[config.mk]
export PLATFORM = sky130hd
export DESIGN_NAME = top_io
export DESIGN_NICKNAME = d
export VERILOG_FILES = /design/src/verilog/trng_pkg.sv /design/src/verilog/spi_cfg_regs.sv /design/src/verilog/ro_temp_control.sv /design/src/verilog/entropy_collector.sv /design/src/verilog/rand_req_engine.sv /design/src/verilog/trng_core.sv /design/src/verilog/top_io.sv
export SDC_FILE = /design/constraint.sdc
export NUM_CORES = 1
export LEC_CHECK = 0
export ABC_CLOCK_PERIOD_IN_PS = 2740
export BUFFER_PORTS_ARGS = -buffer_cell sky130_fd_sc_hd__buf_2
export CAP_MARGIN = 0
export CORE_UTILIZATION = 58
export DETAILED_ROUTE_END_ITERATION = 8
export HOLD_SLACK_MARGIN = 0.06
export PLACE_DENSITY = 0.78
export SLEW_MARGIN = 20
export SYNTH_ARGS = -nofsm -noshare
export SYNTH_HDL_FRONTEND = slang
export SYNTH_SLANG_ARGS = --single-unit
[constraint.sdc]
create_clock -name clk -period 2.74 [get_ports clk]
set_input_delay 0.548 -clock clk [delete_from_list [all_inputs] [get_ports clk]]
set_output_delay 0.548 -clock clk [all_outputs]
set_load 0.03 [all_outputs]
[src/verilog/trng_pkg.sv]
`default_nettype none

package trng_pkg;

    localparam int temp_width      = 12;  // ro counter and threshold
    localparam int num_temp        = 4;   // monitors around the die
    localparam int output_width    = 16;  // rand_byte pins
    localparam int num_sources     = 64;  // 0..31 latch, 32..63 jitter
    localparam int spi_frame_width = 16;  // wr bit + addr + data

    // request codes seen on the rand_req_type pins
    typedef enum logic [2:0] {
        req_raw    = 3'd0,  // one collected word
        req_xor    = 3'd1,  // two words folded together
        req_status = 3'd2   // alarm flags only
    } rand_req_t;

    // spi register map
    localparam logic [2:0] addr_thresh_0 = 3'd0;
    localparam logic [2:0] addr_thresh_1 = 3'd1;
    localparam logic [2:0] addr_thresh_2 = 3'd2;
    localparam logic [2:0] addr_thresh_3 = 3'd3;
    localparam logic [2:0] addr_mask_lo  = 3'd4;  // excludes sources 0..11
    localparam logic [2:0] addr_mask_hi  = 3'd5;  // excludes sources 32..43

endpackage

`default_nettype wire

[src/verilog/spi_cfg_regs.sv]
`timescale 1ns/1ps
`default_nettype none

module spi_cfg_regs (
    input  logic                             clk,
    input  logic                             arst_n,
    input  logic                             ss_n,
    input  logic                             sck,
    input  logic                             mosi,
    output logic                             miso,
    output logic                             spi_data_ready,
    output logic [trng_pkg::temp_width-1:0]  thresh_0,
    output logic [trng_pkg::temp_width-1:0]  thresh_1,
    output logic [trng_pkg::temp_width-1:0]  thresh_2,
    output logic [trng_pkg::temp_width-1:0]  thresh_3,
    output logic [trng_pkg::num_sources-1:0] source_mask
);

    localparam int fw    = trng_pkg::spi_frame_width;
    localparam int dw    = trng_pkg::temp_width;       // data field
    localparam int cw    = $clog2(fw + 1);             // counts 0..16
    localparam int pad_w = trng_pkg::num_sources / 2 - dw;

    logic [2:0]    sync_1;     // {ss_n, sck, mosi} first stage
    logic [2:0]    sync_2;     // same, second stage
    logic          sck_prev;
    logic          ss_prev;
    logic          sck_rise;
    logic          sck_fall;
    logic          frame_end;
    logic          frame_ok;   // exactly 16 bits seen
    logic [fw-1:0] shift_in;
    logic [cw-1:0] bit_cnt;
    logic          overrun;    // more than 16 rises in frame
    logic [dw-1:0] out_sr;
    logic [dw-1:0] rdata;
    logic [2:0]    rd_addr;
    logic [dw-1:0] mask_lo;
    logic [dw-1:0] mask_hi;

    // all three pins go through the same two stages so they stay aligned
    always_ff @(posedge clk or negedge arst_n) begin
        if (!arst_n) begin
            sync_1   <= 3'b100;  // ss_n idles high
            sync_2   <= 3'b100;
            sck_prev <= 1'b0;
            ss_prev  <= 1'b1;
        end else begin
            sync_1   <= {ss_n, sck, mosi};
            sync_2   <= sync_1;
            sck_prev <= sync_2[1];
            ss_prev  <= sync_2[2];
        end
    end

    assign sck_rise  = sync_2[1] & ~sck_prev & ~sync_2[2];
    assign sck_fall  = ~sync_2[1] & sck_prev & ~sync_2[2];
    assign frame_end = sync_2[2] & ~ss_prev;              // ss_n rising
    assign frame_ok  = frame_end && bit_cnt == cw'(fw) && !overrun;
    assign rd_addr   = {shift_in[1:0], sync_2[0]};        // valid on 4th rise

    always_comb begin
        case (rd_addr)
            trng_pkg::addr_thresh_0: rdata = thresh_0;
            trng_pkg::addr_thresh_1: rdata = thresh_1;
            trng_pkg::addr_thresh_2: rdata = thresh_2;
            trng_pkg::addr_thresh_3: rdata = thresh_3;
            trng_pkg::addr_mask_lo:  rdata = mask_lo;
            trng_pkg::addr_mask_hi:  rdata = mask_hi;
            default:                 rdata = '0;  // unmapped reads zero
        endcase
    end

    always_ff @(posedge clk or negedge arst_n) begin
        if (!arst_n) begin
            bit_cnt        <= '0;
            overrun        <= 1'b0;
            miso           <= 1'b0;
            spi_data_ready <= 1'b0;
        end else begin
            spi_data_ready <= frame_ok;       // one pulse per good frame
            if (sync_2[2]) begin              // deselected
                bit_cnt <= '0;
                overrun <= 1'b0;
                miso    <= 1'b0;
            end else begin
                if (sck_rise) begin
                    if (bit_cnt == cw'(fw)) overrun <= 1'b1;
                    else                    bit_cnt <= bit_cnt + 1'b1;
                end
                if (sck_fall && bit_cnt >= cw'(fw - dw)) miso <= out_sr[dw-1];
            end
        end
    end

    // frame shifter and readback shifter
    always_ff @(posedge clk) begin
        if (sck_rise) shift_in <= {shift_in[fw-2:0], sync_2[0]};
        if (sck_rise && bit_cnt == cw'(fw - dw - 1)) begin
            out_sr <= rdata;                  // header complete, load register
        end else if (sck_fall && bit_cnt >= cw'(fw - dw)) begin
            out_sr <= {out_sr[dw-2:0], 1'b0};
        end
    end

    always_ff @(posedge clk or negedge arst_n) begin
        if (!arst_n) begin
            thresh_0 <= '0;
            thresh_1 <= '0;
            thresh_2 <= '0;
            thresh_3 <= '0;
            mask_lo  <= '0;
            mask_hi  <= '0;
        end else if (frame_ok && shift_in[fw-1]) begin  // write frame
            case (shift_in[fw-2:dw])
                trng_pkg::addr_thresh_0: thresh_0 <= shift_in[dw-1:0];
                trng_pkg::addr_thresh_1: thresh_1 <= shift_in[dw-1:0];
                trng_pkg::addr_thresh_2: thresh_2 <= shift_in[dw-1:0];
                trng_pkg::addr_thresh_3: thresh_3 <= shift_in[dw-1:0];
                trng_pkg::addr_mask_lo:  mask_lo  <= shift_in[dw-1:0];
                trng_pkg::addr_mask_hi:  mask_hi  <= shift_in[dw-1:0];
                default: ;
            endcase
        end
    end

    assign source_mask = {{pad_w{1'b0}}, mask_hi, {pad_w{1'b0}}, mask_lo};

    a_bit_cnt_range: assert property (@(posedge clk) disable iff (!arst_n)
        !sync_2[2] |-> bit_cnt <= cw'(fw));

endmodule

`default_nettype wire

[src/verilog/ro_temp_control.sv]
`timescale 1ns/1ps
`default_nettype none

module ro_temp_control #(
    parameter int meas_cycles = 64  // clk cycles per oscillator phase
) (
    input  logic                            clk,
    input  logic                            arst_n,
    input  logic                            en_in,
    input  logic [trng_pkg::temp_width-1:0] temp_in,   // ro counter
    input  logic [trng_pkg::temp_width-1:0] temp_cmp,  // threshold from spi
    output logic                            en_out1,
    output logic                            en_out2,
    output logic                            temp_alarm
);

    localparam int cw = $clog2(meas_cycles);

    logic [cw-1:0] phase_cnt;
    logic          sel;        // which oscillator runs
    logic          phase_end;

    assign phase_end = phase_cnt == cw'(meas_cycles - 1);

    always_ff @(posedge clk or negedge arst_n) begin
        if (!arst_n) begin
            phase_cnt  <= '0;
            sel        <= 1'b0;
            en_out1    <= 1'b0;
            en_out2    <= 1'b0;
            temp_alarm <= 1'b0;
        end else if (!en_in) begin     // monitor off, everything quiet
            phase_cnt  <= '0;
            sel        <= 1'b0;
            en_out1    <= 1'b0;
            en_out2    <= 1'b0;
            temp_alarm <= 1'b0;
        end else begin
            en_out1 <= ~sel;
            en_out2 <= sel;
            if (phase_end) begin
                phase_cnt  <= '0;
                sel        <= ~sel;
                temp_alarm <= temp_in > temp_cmp;  // sample at phase end
            end else begin
                phase_cnt <= phase_cnt + 1'b1;
            end
        end
    end

    a_one_osc: assert property (@(posedge clk) disable iff (!arst_n)
        !(en_out1 && en_out2));

endmodule

`default_nettype wire

[src/verilog/entropy_collector.sv]
`timescale 1ns/1ps
`default_nettype none

module entropy_collector (
    input  logic                              clk,
    input  logic                              arst_n,
    input  logic [trng_pkg::num_sources-1:0]  entropy_source_array,
    input  logic [trng_pkg::num_sources-1:0]  source_mask,   // 1 drops a source
    input  logic                              word_take,
    output logic [trng_pkg::output_width-1:0] word,
    output logic                              word_valid
);

    localparam int ww = trng_pkg::output_width;
    localparam int cw = $clog2(ww);

    logic          fold_bit;
    logic [cw-1:0] fill_cnt;

    // parity of the unmasked sources
    assign fold_bit = ^(entropy_source_array & ~source_mask);

    always_ff @(posedge clk or negedge arst_n) begin
        if (!arst_n) begin
            fill_cnt   <= '0;
            word_valid <= 1'b0;
        end else if (word_valid) begin
            if (word_take) word_valid <= 1'b0;         // refill after take
        end else begin
            fill_cnt <= fill_cnt + 1'b1;               // wraps at 16
            if (fill_cnt == cw'(ww - 1)) word_valid <= 1'b1;
        end
    end

    // word held while valid
    always_ff @(posedge clk) begin
        if (!word_valid) word <= {word[ww-2:0], fold_bit};
    end

    a_take_valid: assert property (@(posedge clk) disable iff (!arst_n)
        word_take |-> word_valid);

endmodule

`default_nettype wire

[src/verilog/rand_req_engine.sv]
`timescale 1ns/1ps
`default_nettype none

module rand_req_engine (
    input  logic                              clk,
    input  logic                              arst_n,
    input  logic                              rand_req,
    input  trng_pkg::rand_req_t               rand_req_type,
    input  logic [trng_pkg::output_width-1:0] word,
    input  logic                              word_valid,
    input  logic [trng_pkg::num_temp-1:0]     temp_alarm,
    output logic                              word_take,
    output logic [trng_pkg::output_width-1:0] rand_byte,
    output logic                              rand_valid
);

    localparam int ow = trng_pkg::output_width;
    localparam int nt = trng_pkg::num_temp;

    typedef enum logic [1:0] {
        idle,
        wait_first,
        wait_second,
        respond
    } state_t;

    state_t        state;
    logic          is_xor;
    logic          valid_echo;   // rand_valid one cycle late
    logic          use_word;     // request needs collector words
    logic [ow-1:0] first_word;
    logic [ow-1:0] status_word;

    assign status_word = {{(ow - nt){1'b0}}, temp_alarm};

    // any alarm turns raw and xor into status
    always_comb begin
        case (rand_req_type)
            trng_pkg::req_raw,
            trng_pkg::req_xor:    use_word = temp_alarm == '0;
            trng_pkg::req_status: use_word = 1'b0;
            default:              use_word = 1'b0;  // unknown codes as status
        endcase
    end

    // combinational so the collector drops valid before the next wait state
    assign word_take = (state == wait_first || state == wait_second) && word_valid;

    always_ff @(posedge clk or negedge arst_n) begin
        if (!arst_n) begin
            state      <= idle;
            is_xor     <= 1'b0;
            valid_echo <= 1'b0;
            rand_valid <= 1'b0;
            rand_byte  <= '0;
            first_word <= '0;
        end else begin
            rand_valid <= 1'b0;
            valid_echo <= rand_valid;
            case (state)
                idle: begin
                    if (rand_req && !valid_echo) begin
                        if (use_word) begin
                            is_xor <= rand_req_type == trng_pkg::req_xor;
                            state  <= wait_first;
                        end else begin
                            rand_byte  <= status_word;  // answer next cycle
                            rand_valid <= 1'b1;
                            state      <= respond;
                        end
                    end
                end
                wait_first: begin
                    if (word_valid) begin
                        first_word <= word;
                        if (is_xor) begin
                            state <= wait_second;
                        end else begin
                            rand_byte  <= word;
                            rand_valid <= 1'b1;
                            state      <= respond;
                        end
                    end
                end
                wait_second: begin
                    if (word_valid) begin
                        rand_byte  <= first_word ^ word;
                        rand_valid <= 1'b1;
                        state      <= respond;
                    end
                end
                default: state <= idle;  // respond, valid is high here
            endcase
        end
    end

    a_valid_pulse: assert property (@(posedge clk) disable iff (!arst_n)
        rand_valid |=> !rand_valid);

endmodule

`default_nettype wire

[src/verilog/trng_core.sv]
`timescale 1ns/1ps
`default_nettype none

module trng_core (
    input  logic                              clk,
    input  logic                              arst_n,
    input  logic                              rand_req,
    input  trng_pkg::rand_req_t               rand_req_type,
    input  logic                              ss_n,
    input  logic                              sck,
    input  logic                              mosi,
    input  logic [trng_pkg::num_sources-1:0]  entropy_source_array,
    input  logic [trng_pkg::num_temp-1:0]     temp_alarm,
    output logic                              miso,
    output logic                              spi_data_ready,
    output logic [trng_pkg::temp_width-1:0]   thresh_0,
    output logic [trng_pkg::temp_width-1:0]   thresh_1,
    output logic [trng_pkg::temp_width-1:0]   thresh_2,
    output logic [trng_pkg::temp_width-1:0]   thresh_3,
    output logic [trng_pkg::output_width-1:0] rand_byte,
    output logic                              rand_valid
);

    logic [trng_pkg::num_sources-1:0]  source_mask;
    logic [trng_pkg::output_width-1:0] word;
    logic                              word_valid;
    logic                              word_take;

    spi_cfg_regs u_spi_cfg_regs (
        .clk            (clk),
        .arst_n         (arst_n),
        .ss_n           (ss_n),
        .sck            (sck),
        .mosi           (mosi),
        .miso           (miso),
        .spi_data_ready (spi_data_ready),
        .thresh_0       (thresh_0),
        .thresh_1       (thresh_1),
        .thresh_2       (thresh_2),
        .thresh_3       (thresh_3),
        .source_mask    (source_mask)
    );

    entropy_collector u_entropy_collector (
        .clk                  (clk),
        .arst_n               (arst_n),
        .entropy_source_array (entropy_source_array),
        .source_mask          (source_mask),
        .word_take            (word_take),
        .word                 (word),
        .word_valid           (word_valid)
    );

    rand_req_engine u_rand_req_engine (
        .clk           (clk),
        .arst_n        (arst_n),
        .rand_req      (rand_req),
        .rand_req_type (rand_req_type),
        .word          (word),
        .word_valid    (word_valid),
        .temp_alarm    (temp_alarm),
        .word_take     (word_take),
        .rand_byte     (rand_byte),
        .rand_valid    (rand_valid)
    );

endmodule

`default_nettype wire

[src/verilog/top_io.sv]
`timescale 1ns/1ps
`default_nettype none

module top_io #(
    parameter int meas_cycles = 16  // temperature phase length
) (
    input  logic                              clk,
    input  logic                              arst_n,
    input  logic                              rand_req,
    input  trng_pkg::rand_req_t               rand_req_type,
    input  logic                              ss_n,
    input  logic                              sck,
    input  logic                              mosi,
    input  logic                              temp_debug,  // high stops monitors
    input  logic [trng_pkg::temp_width-1:0]   temp_counter_0,
    input  logic [trng_pkg::temp_width-1:0]   temp_counter_1,
    input  logic [trng_pkg::temp_width-1:0]   temp_counter_2,
    input  logic [trng_pkg::temp_width-1:0]   temp_counter_3,
    input  logic [trng_pkg::num_sources-1:0]  entropy_source_array,
    output logic [trng_pkg::output_width-1:0] rand_byte,
    output logic                              rand_valid,
    output logic                              miso,
    output logic                              spi_data_ready,
    output logic [trng_pkg::num_temp-1:0]     en_out1,
    output logic [trng_pkg::num_temp-1:0]     en_out2
);

    localparam int nt = trng_pkg::num_temp;

    logic                              rand_req_q;
    trng_pkg::rand_req_t               rand_req_type_q;
    logic                              ss_n_q;
    logic                              sck_q;
    logic                              mosi_q;
    logic                              temp_debug_q;
    logic [trng_pkg::temp_width-1:0]   counter_q [nt];   // ro counters
    logic [trng_pkg::num_sources-1:0]  entropy_q;
    logic [trng_pkg::temp_width-1:0]   thresh [nt];      // from spi regs
    logic [nt-1:0]                     temp_alarm;
    logic [nt-1:0]                     mon_en1;
    logic [nt-1:0]                     mon_en2;
    logic [trng_pkg::output_width-1:0] core_rand_byte;
    logic                              core_rand_valid;
    logic                              core_miso;
    logic                              core_spi_data_ready;

    // pad registers, control side
    always_ff @(posedge clk or negedge arst_n) begin
        if (!arst_n) begin
            rand_req_q      <= 1'b0;
            rand_req_type_q <= trng_pkg::req_raw;
            ss_n_q          <= 1'b1;             // deselected
            sck_q           <= 1'b0;
            temp_debug_q    <= 1'b1;             // monitors off in reset
            rand_valid      <= 1'b0;
            miso            <= 1'b0;
            spi_data_ready  <= 1'b0;
            en_out1         <= '0;
            en_out2         <= '0;
        end else begin
            rand_req_q      <= rand_req;
            rand_req_type_q <= rand_req_type;
            ss_n_q          <= ss_n;
            sck_q           <= sck;
            temp_debug_q    <= temp_debug;
            rand_valid      <= core_rand_valid;
            miso            <= core_miso;
            spi_data_ready  <= core_spi_data_ready;
            en_out1         <= mon_en1;
            en_out2         <= mon_en2;
        end
    end

    // pad registers, data side
    always_ff @(posedge clk) begin
        mosi_q       <= mosi;
        counter_q[0] <= temp_counter_0;
        counter_q[1] <= temp_counter_1;
        counter_q[2] <= temp_counter_2;
        counter_q[3] <= temp_counter_3;
        entropy_q    <= entropy_source_array;
        rand_byte    <= core_rand_byte;
    end

    for (genvar i = 0; i < nt; i++) begin : g_mon
        ro_temp_control #(
            .meas_cycles (meas_cycles)
        ) u_ro_temp_control (
            .clk        (clk),
            .arst_n     (arst_n),
            .en_in      (~temp_debug_q),
            .temp_in    (counter_q[i]),
            .temp_cmp   (thresh[i]),
            .en_out1    (mon_en1[i]),
            .en_out2    (mon_en2[i]),
            .temp_alarm (temp_alarm[i])
        );
    end

    trng_core u_trng_core (
        .clk                  (clk),
        .arst_n               (arst_n),
        .rand_req             (rand_req_q),
        .rand_req_type        (rand_req_type_q),
        .ss_n                 (ss_n_q),
        .sck                  (sck_q),
        .mosi                 (mosi_q),
        .entropy_source_array (entropy_q),
        .temp_alarm           (temp_alarm),
        .miso                 (core_miso),
        .spi_data_ready       (core_spi_data_ready),
        .thresh_0             (thresh[0]),
        .thresh_1             (thresh[1]),
        .thresh_2             (thresh[2]),
        .thresh_3             (thresh[3]),
        .rand_byte            (core_rand_byte),
        .rand_valid           (core_rand_valid)
    );

endmodule

`default_nettype wire

==> run metrics <==
Post-Synth Simple-Gate Area a little under a tenth; worst-path cell chain inv_1 > nor2_1 > nand2_1 > or4_1 > nor2_1 > buf_4 > a21oi_1; initial core utilization 59.48%; pwr/cell area around 840 nW/um2; fin crit period 2.302 ns; FILL cells ~1700; worst path required time 2.99 ns; residual DRC count 0; Final Wtd Congestion 0.9367; number of setup buffers added after CTS 0; synthesized area per cell 12.22 um2; Post-synth EDFFs 44; synthesized cell area ~14000 um2; syn_nets 1290; die area 23970 um2; max frequency 434.5 MHz; Post-CTS Resized 0; n_diodes 0; Slew Viols, Final 0; Storage cell area 8389 um2; Worst EP arrival 2.55 ns; routed wire length 27480 um; post-synthesis sequential area ratio 61.92%; clock slew at reported path FFs 0.06 ns; clock tree from TritonCTS yes; worst path bufs/invs 2; clk sinks 352; antenna violations before repair 1; post-DR wirelength/cell 16.95 um; chip height about 150 um; total power 13.27 mW; largest family of logic cells by synthesized area simple AND/OR/NAND/NOR gates; input/output buffers ~150; Synth Area in Compound Gates slightly above 8%; Synth cell types 53; setup TNS 0 ns; mux cell area share after synthesis 7.240%; # rows 55; worst hold-check slack 0.1255 ns; num ports 149; Worst path slowest cell or4_1; Worst setup EP type flop; post-DP HPWL 19020 um; Final Cycle Share 84.00%; Synth Area in Adders roughly 5.4%; final setup fails 0; final hold viol count 0; largest net degree at the start of global routing 60; first-pass GRT wire length 44430 um; Post-synth top flop dfrtp_1; RSZ-0062 raised after global routing false; post-synthesis xor/xnor area fraction approximately 5%; max_cap viols 0; Seq cells post-synth 352; maximum VDD drop around 0.00056 V; Worst Setup Path Type reg2reg; vias in the first global route 8832; Clock Skew about 0.024 ns; Slew HR 35.03%; Slew @ Worst Pin 0.9745 ns; delay of the slowest critical-path stage around 0.47 ns; Vias 8834; fin nets 1463; crit-path max FO 19; Skew-Pair Late Insertion Delay 0.52 ns; leakage 7.059 nW; multi-input logic area 4771 um2; Routed Antenna Nets 0; H-tree depth 2; mean number of vias per cell between 5 and 6; total CTS buffers 36; CP delay by family, top simple AND/OR/NAND/NOR gates; Area growth syn-to-layout 16.96%; synth warn 0; CP Launch Type flop; area of the core 22780 um2; crit-path most repeated cell nor2_1; share of cells above drive strength 1 22.86%; gr ovfl total 0; CTS Buffer Depth 3; worst min-delay path class in2reg; Pre-antenna DRT Iters 5; clock root buffer clkbuf_16; total track usage 23.89%; DR iter-0 viols 511; ys async rst share 50.85%; Die X 154.8 um; number of cells produced by synthesis 1109; outcome finished, final reports clean
==> registers in the layout (all words and copies together) (netlist names), 5 cells and up <==
| name | cells |
|---|---|
| rand_byte | 16 |
| g_mon.u_ro_temp_control.phase_cnt | 16 |
| u_trng_core.u_spi_cfg_regs.mask_hi | 12 |
| u_trng_core.u_rand_req_engine.first_word | 16 |
| u_trng_core.u_spi_cfg_regs.thresh_3 | 12 |
| u_trng_core.u_spi_cfg_regs.thresh_2 | 12 |
| u_trng_core.u_spi_cfg_regs.thresh_0 | 12 |
| entropy_q | 64 |
| u_trng_core.u_spi_cfg_regs.thresh_1 | 12 |
| u_trng_core.u_spi_cfg_regs.mask_lo | 12 |
| u_trng_core.u_spi_cfg_regs.shift_in | 16 |
| u_trng_core.u_spi_cfg_regs.out_sr | 12 |
| u_trng_core.u_spi_cfg_regs.bit_cnt | 5 |
| u_trng_core.u_rand_req_engine.rand_byte | 16 |
| counter_q | 48 |
| u_trng_core.u_entropy_collector.word | 16 |
==> cell type report <==
class | instances | share of cell area (%)
multi-input combinational | 660 | 30.11
timing repair buffer | 169 | 5.883
clock inverter | 15 | 0.7817
sequential | 352 | 52.95
inverter | 63 | 1.492
clock buffer | 49 | 6.317
tap | 313 | 2.472
==> logic make-up (layout without fill, tap and decap cells) <==
group	Yosys count	count (layout)
xor+xnor	77	77
simple gates	253	253
buf+inv	97	296
mux	79	79
fa+ha+maj	59	59
flops	352	352
compound gates	192	192
==> metal layers <==
metal | vias up | GRT usage [%] | part of all wire [%]
met2 | 349 | 39.26 | 47
met4 | 2 | 11.60 | 4.6
met1 | 4233 | 29.56 | 40
met5 | - | 0 | 0.022
met3 | 104 | 6.052 | 7.9
li1 | 4146 | - | -
==> layout by cell type, fill, tap and decap left out, types with 12 or more instances in the layout <==
cell type	n
a21o_1	14
a21oi_1	44
buf_2	147
buf_4	18
clkbuf_16	37
dfrtp_1	174
dfxtp_1	129
edfxtp_1	44
ha_1	59
inv_1	63
mux2_2	51
nand2_1	94
nand4_1	12
nor2_1	53
nor2b_1	48
o21ai_0	96
xnor2_1	67
==> per-stage QoR <==
step / std cells / util, % / cell area (um2) / setup slack, ns
floorplan: 1109 / - / 13550 / 0.6203
detailed placement: 1556 / 64.58 / 14710 / 0.4500
global placement: 1556 / 64.58 / 14710 / 0.5411
finish: 1621 / 69.56 / 15850 / 0.4385
global route: 1621 / 69.56 / 15850 / 0.2799
CTS: 1621 / 69.56 / 15850 / 0.4357
==> power breakdown <==
group / internal, mW / switching, mW / total (mW)
Clock: 2.75 / 1.92 / 4.67
Sequential: 5.97 / 0.408 / 6.38
Combinational: 0.922 / 1.30 / 2.22
Total: 9.64 / 3.63 / 13.3
==> Yosys cell counts, types with 5 or more instances <==
cell / number / area, um2
a21o_1: 14 / 105.1
a21oi_1: 44 / 220.2
a22oi_1: 8 / 60.06
buf_2: 7 / 35.03
clkbuf_1: 23 / 86.33
dfrtp_1: 174 / 4354
dfstp_2: 5 / 131.4
dfxtp_1: 129 / 2582
edfxtp_1: 44 / 1321
ha_1: 59 / 738.2
inv_1: 63 / 236.5
mux2_2: 51 / 574.3
mux2_4: 10 / 150.1
mux2i_1: 11 / 110.1
mux4_2: 6 / 135.1
nand2_1: 94 / 352.8
nand2b_1: 9 / 56.30
nand3_1: 11 / 55.05
nand4_1: 12 / 75.07
nor2_1: 53 / 198.9
nor2b_1: 48 / 300.3
nor3_1: 6 / 30.03
o21ai_0: 96 / 480.5
o31ai_1: 5 / 37.54
xnor2_1: 67 / 586.8
xor2_1: 10 / 87.58
==> final timing paths <==
| path | startpoint | end | slack (ns) | cells after the start |
|---|---|---|---|---|
| max | u_trng_core.u_spi_cfg_regs.sync_2[1] | u_trng_core.u_spi_cfg_regs.out_sr[8] | 0.44 | 7 |
| min | entropy_source_array[9] | entropy_q[9] | 0.13 | 1 |
| min reg2reg | g_mon[0].u_ro_temp_control.en_out1 | en_out1[0] | 0.35 | 0 |
| max reg2reg | u_trng_core.u_spi_cfg_regs.sync_2[1] | u_trng_core.u_spi_cfg_regs.out_sr[8] | 0.44 | 7 |
| max in group asynchronous | arst_n | temp_debug_q | 1.32 | 3 |
| min in group asynchronous | arst_n | u_trng_core.u_rand_req_engine.rand_byte[9] | 0.60 | 2 |
==> what timing repair did <==
action	CTS	global route
setup endpoints to repair	0	0
hold buffers	1	0
hold endpoints to repair	56	0
Note: power is estimated with default switching activity, not from simulation.
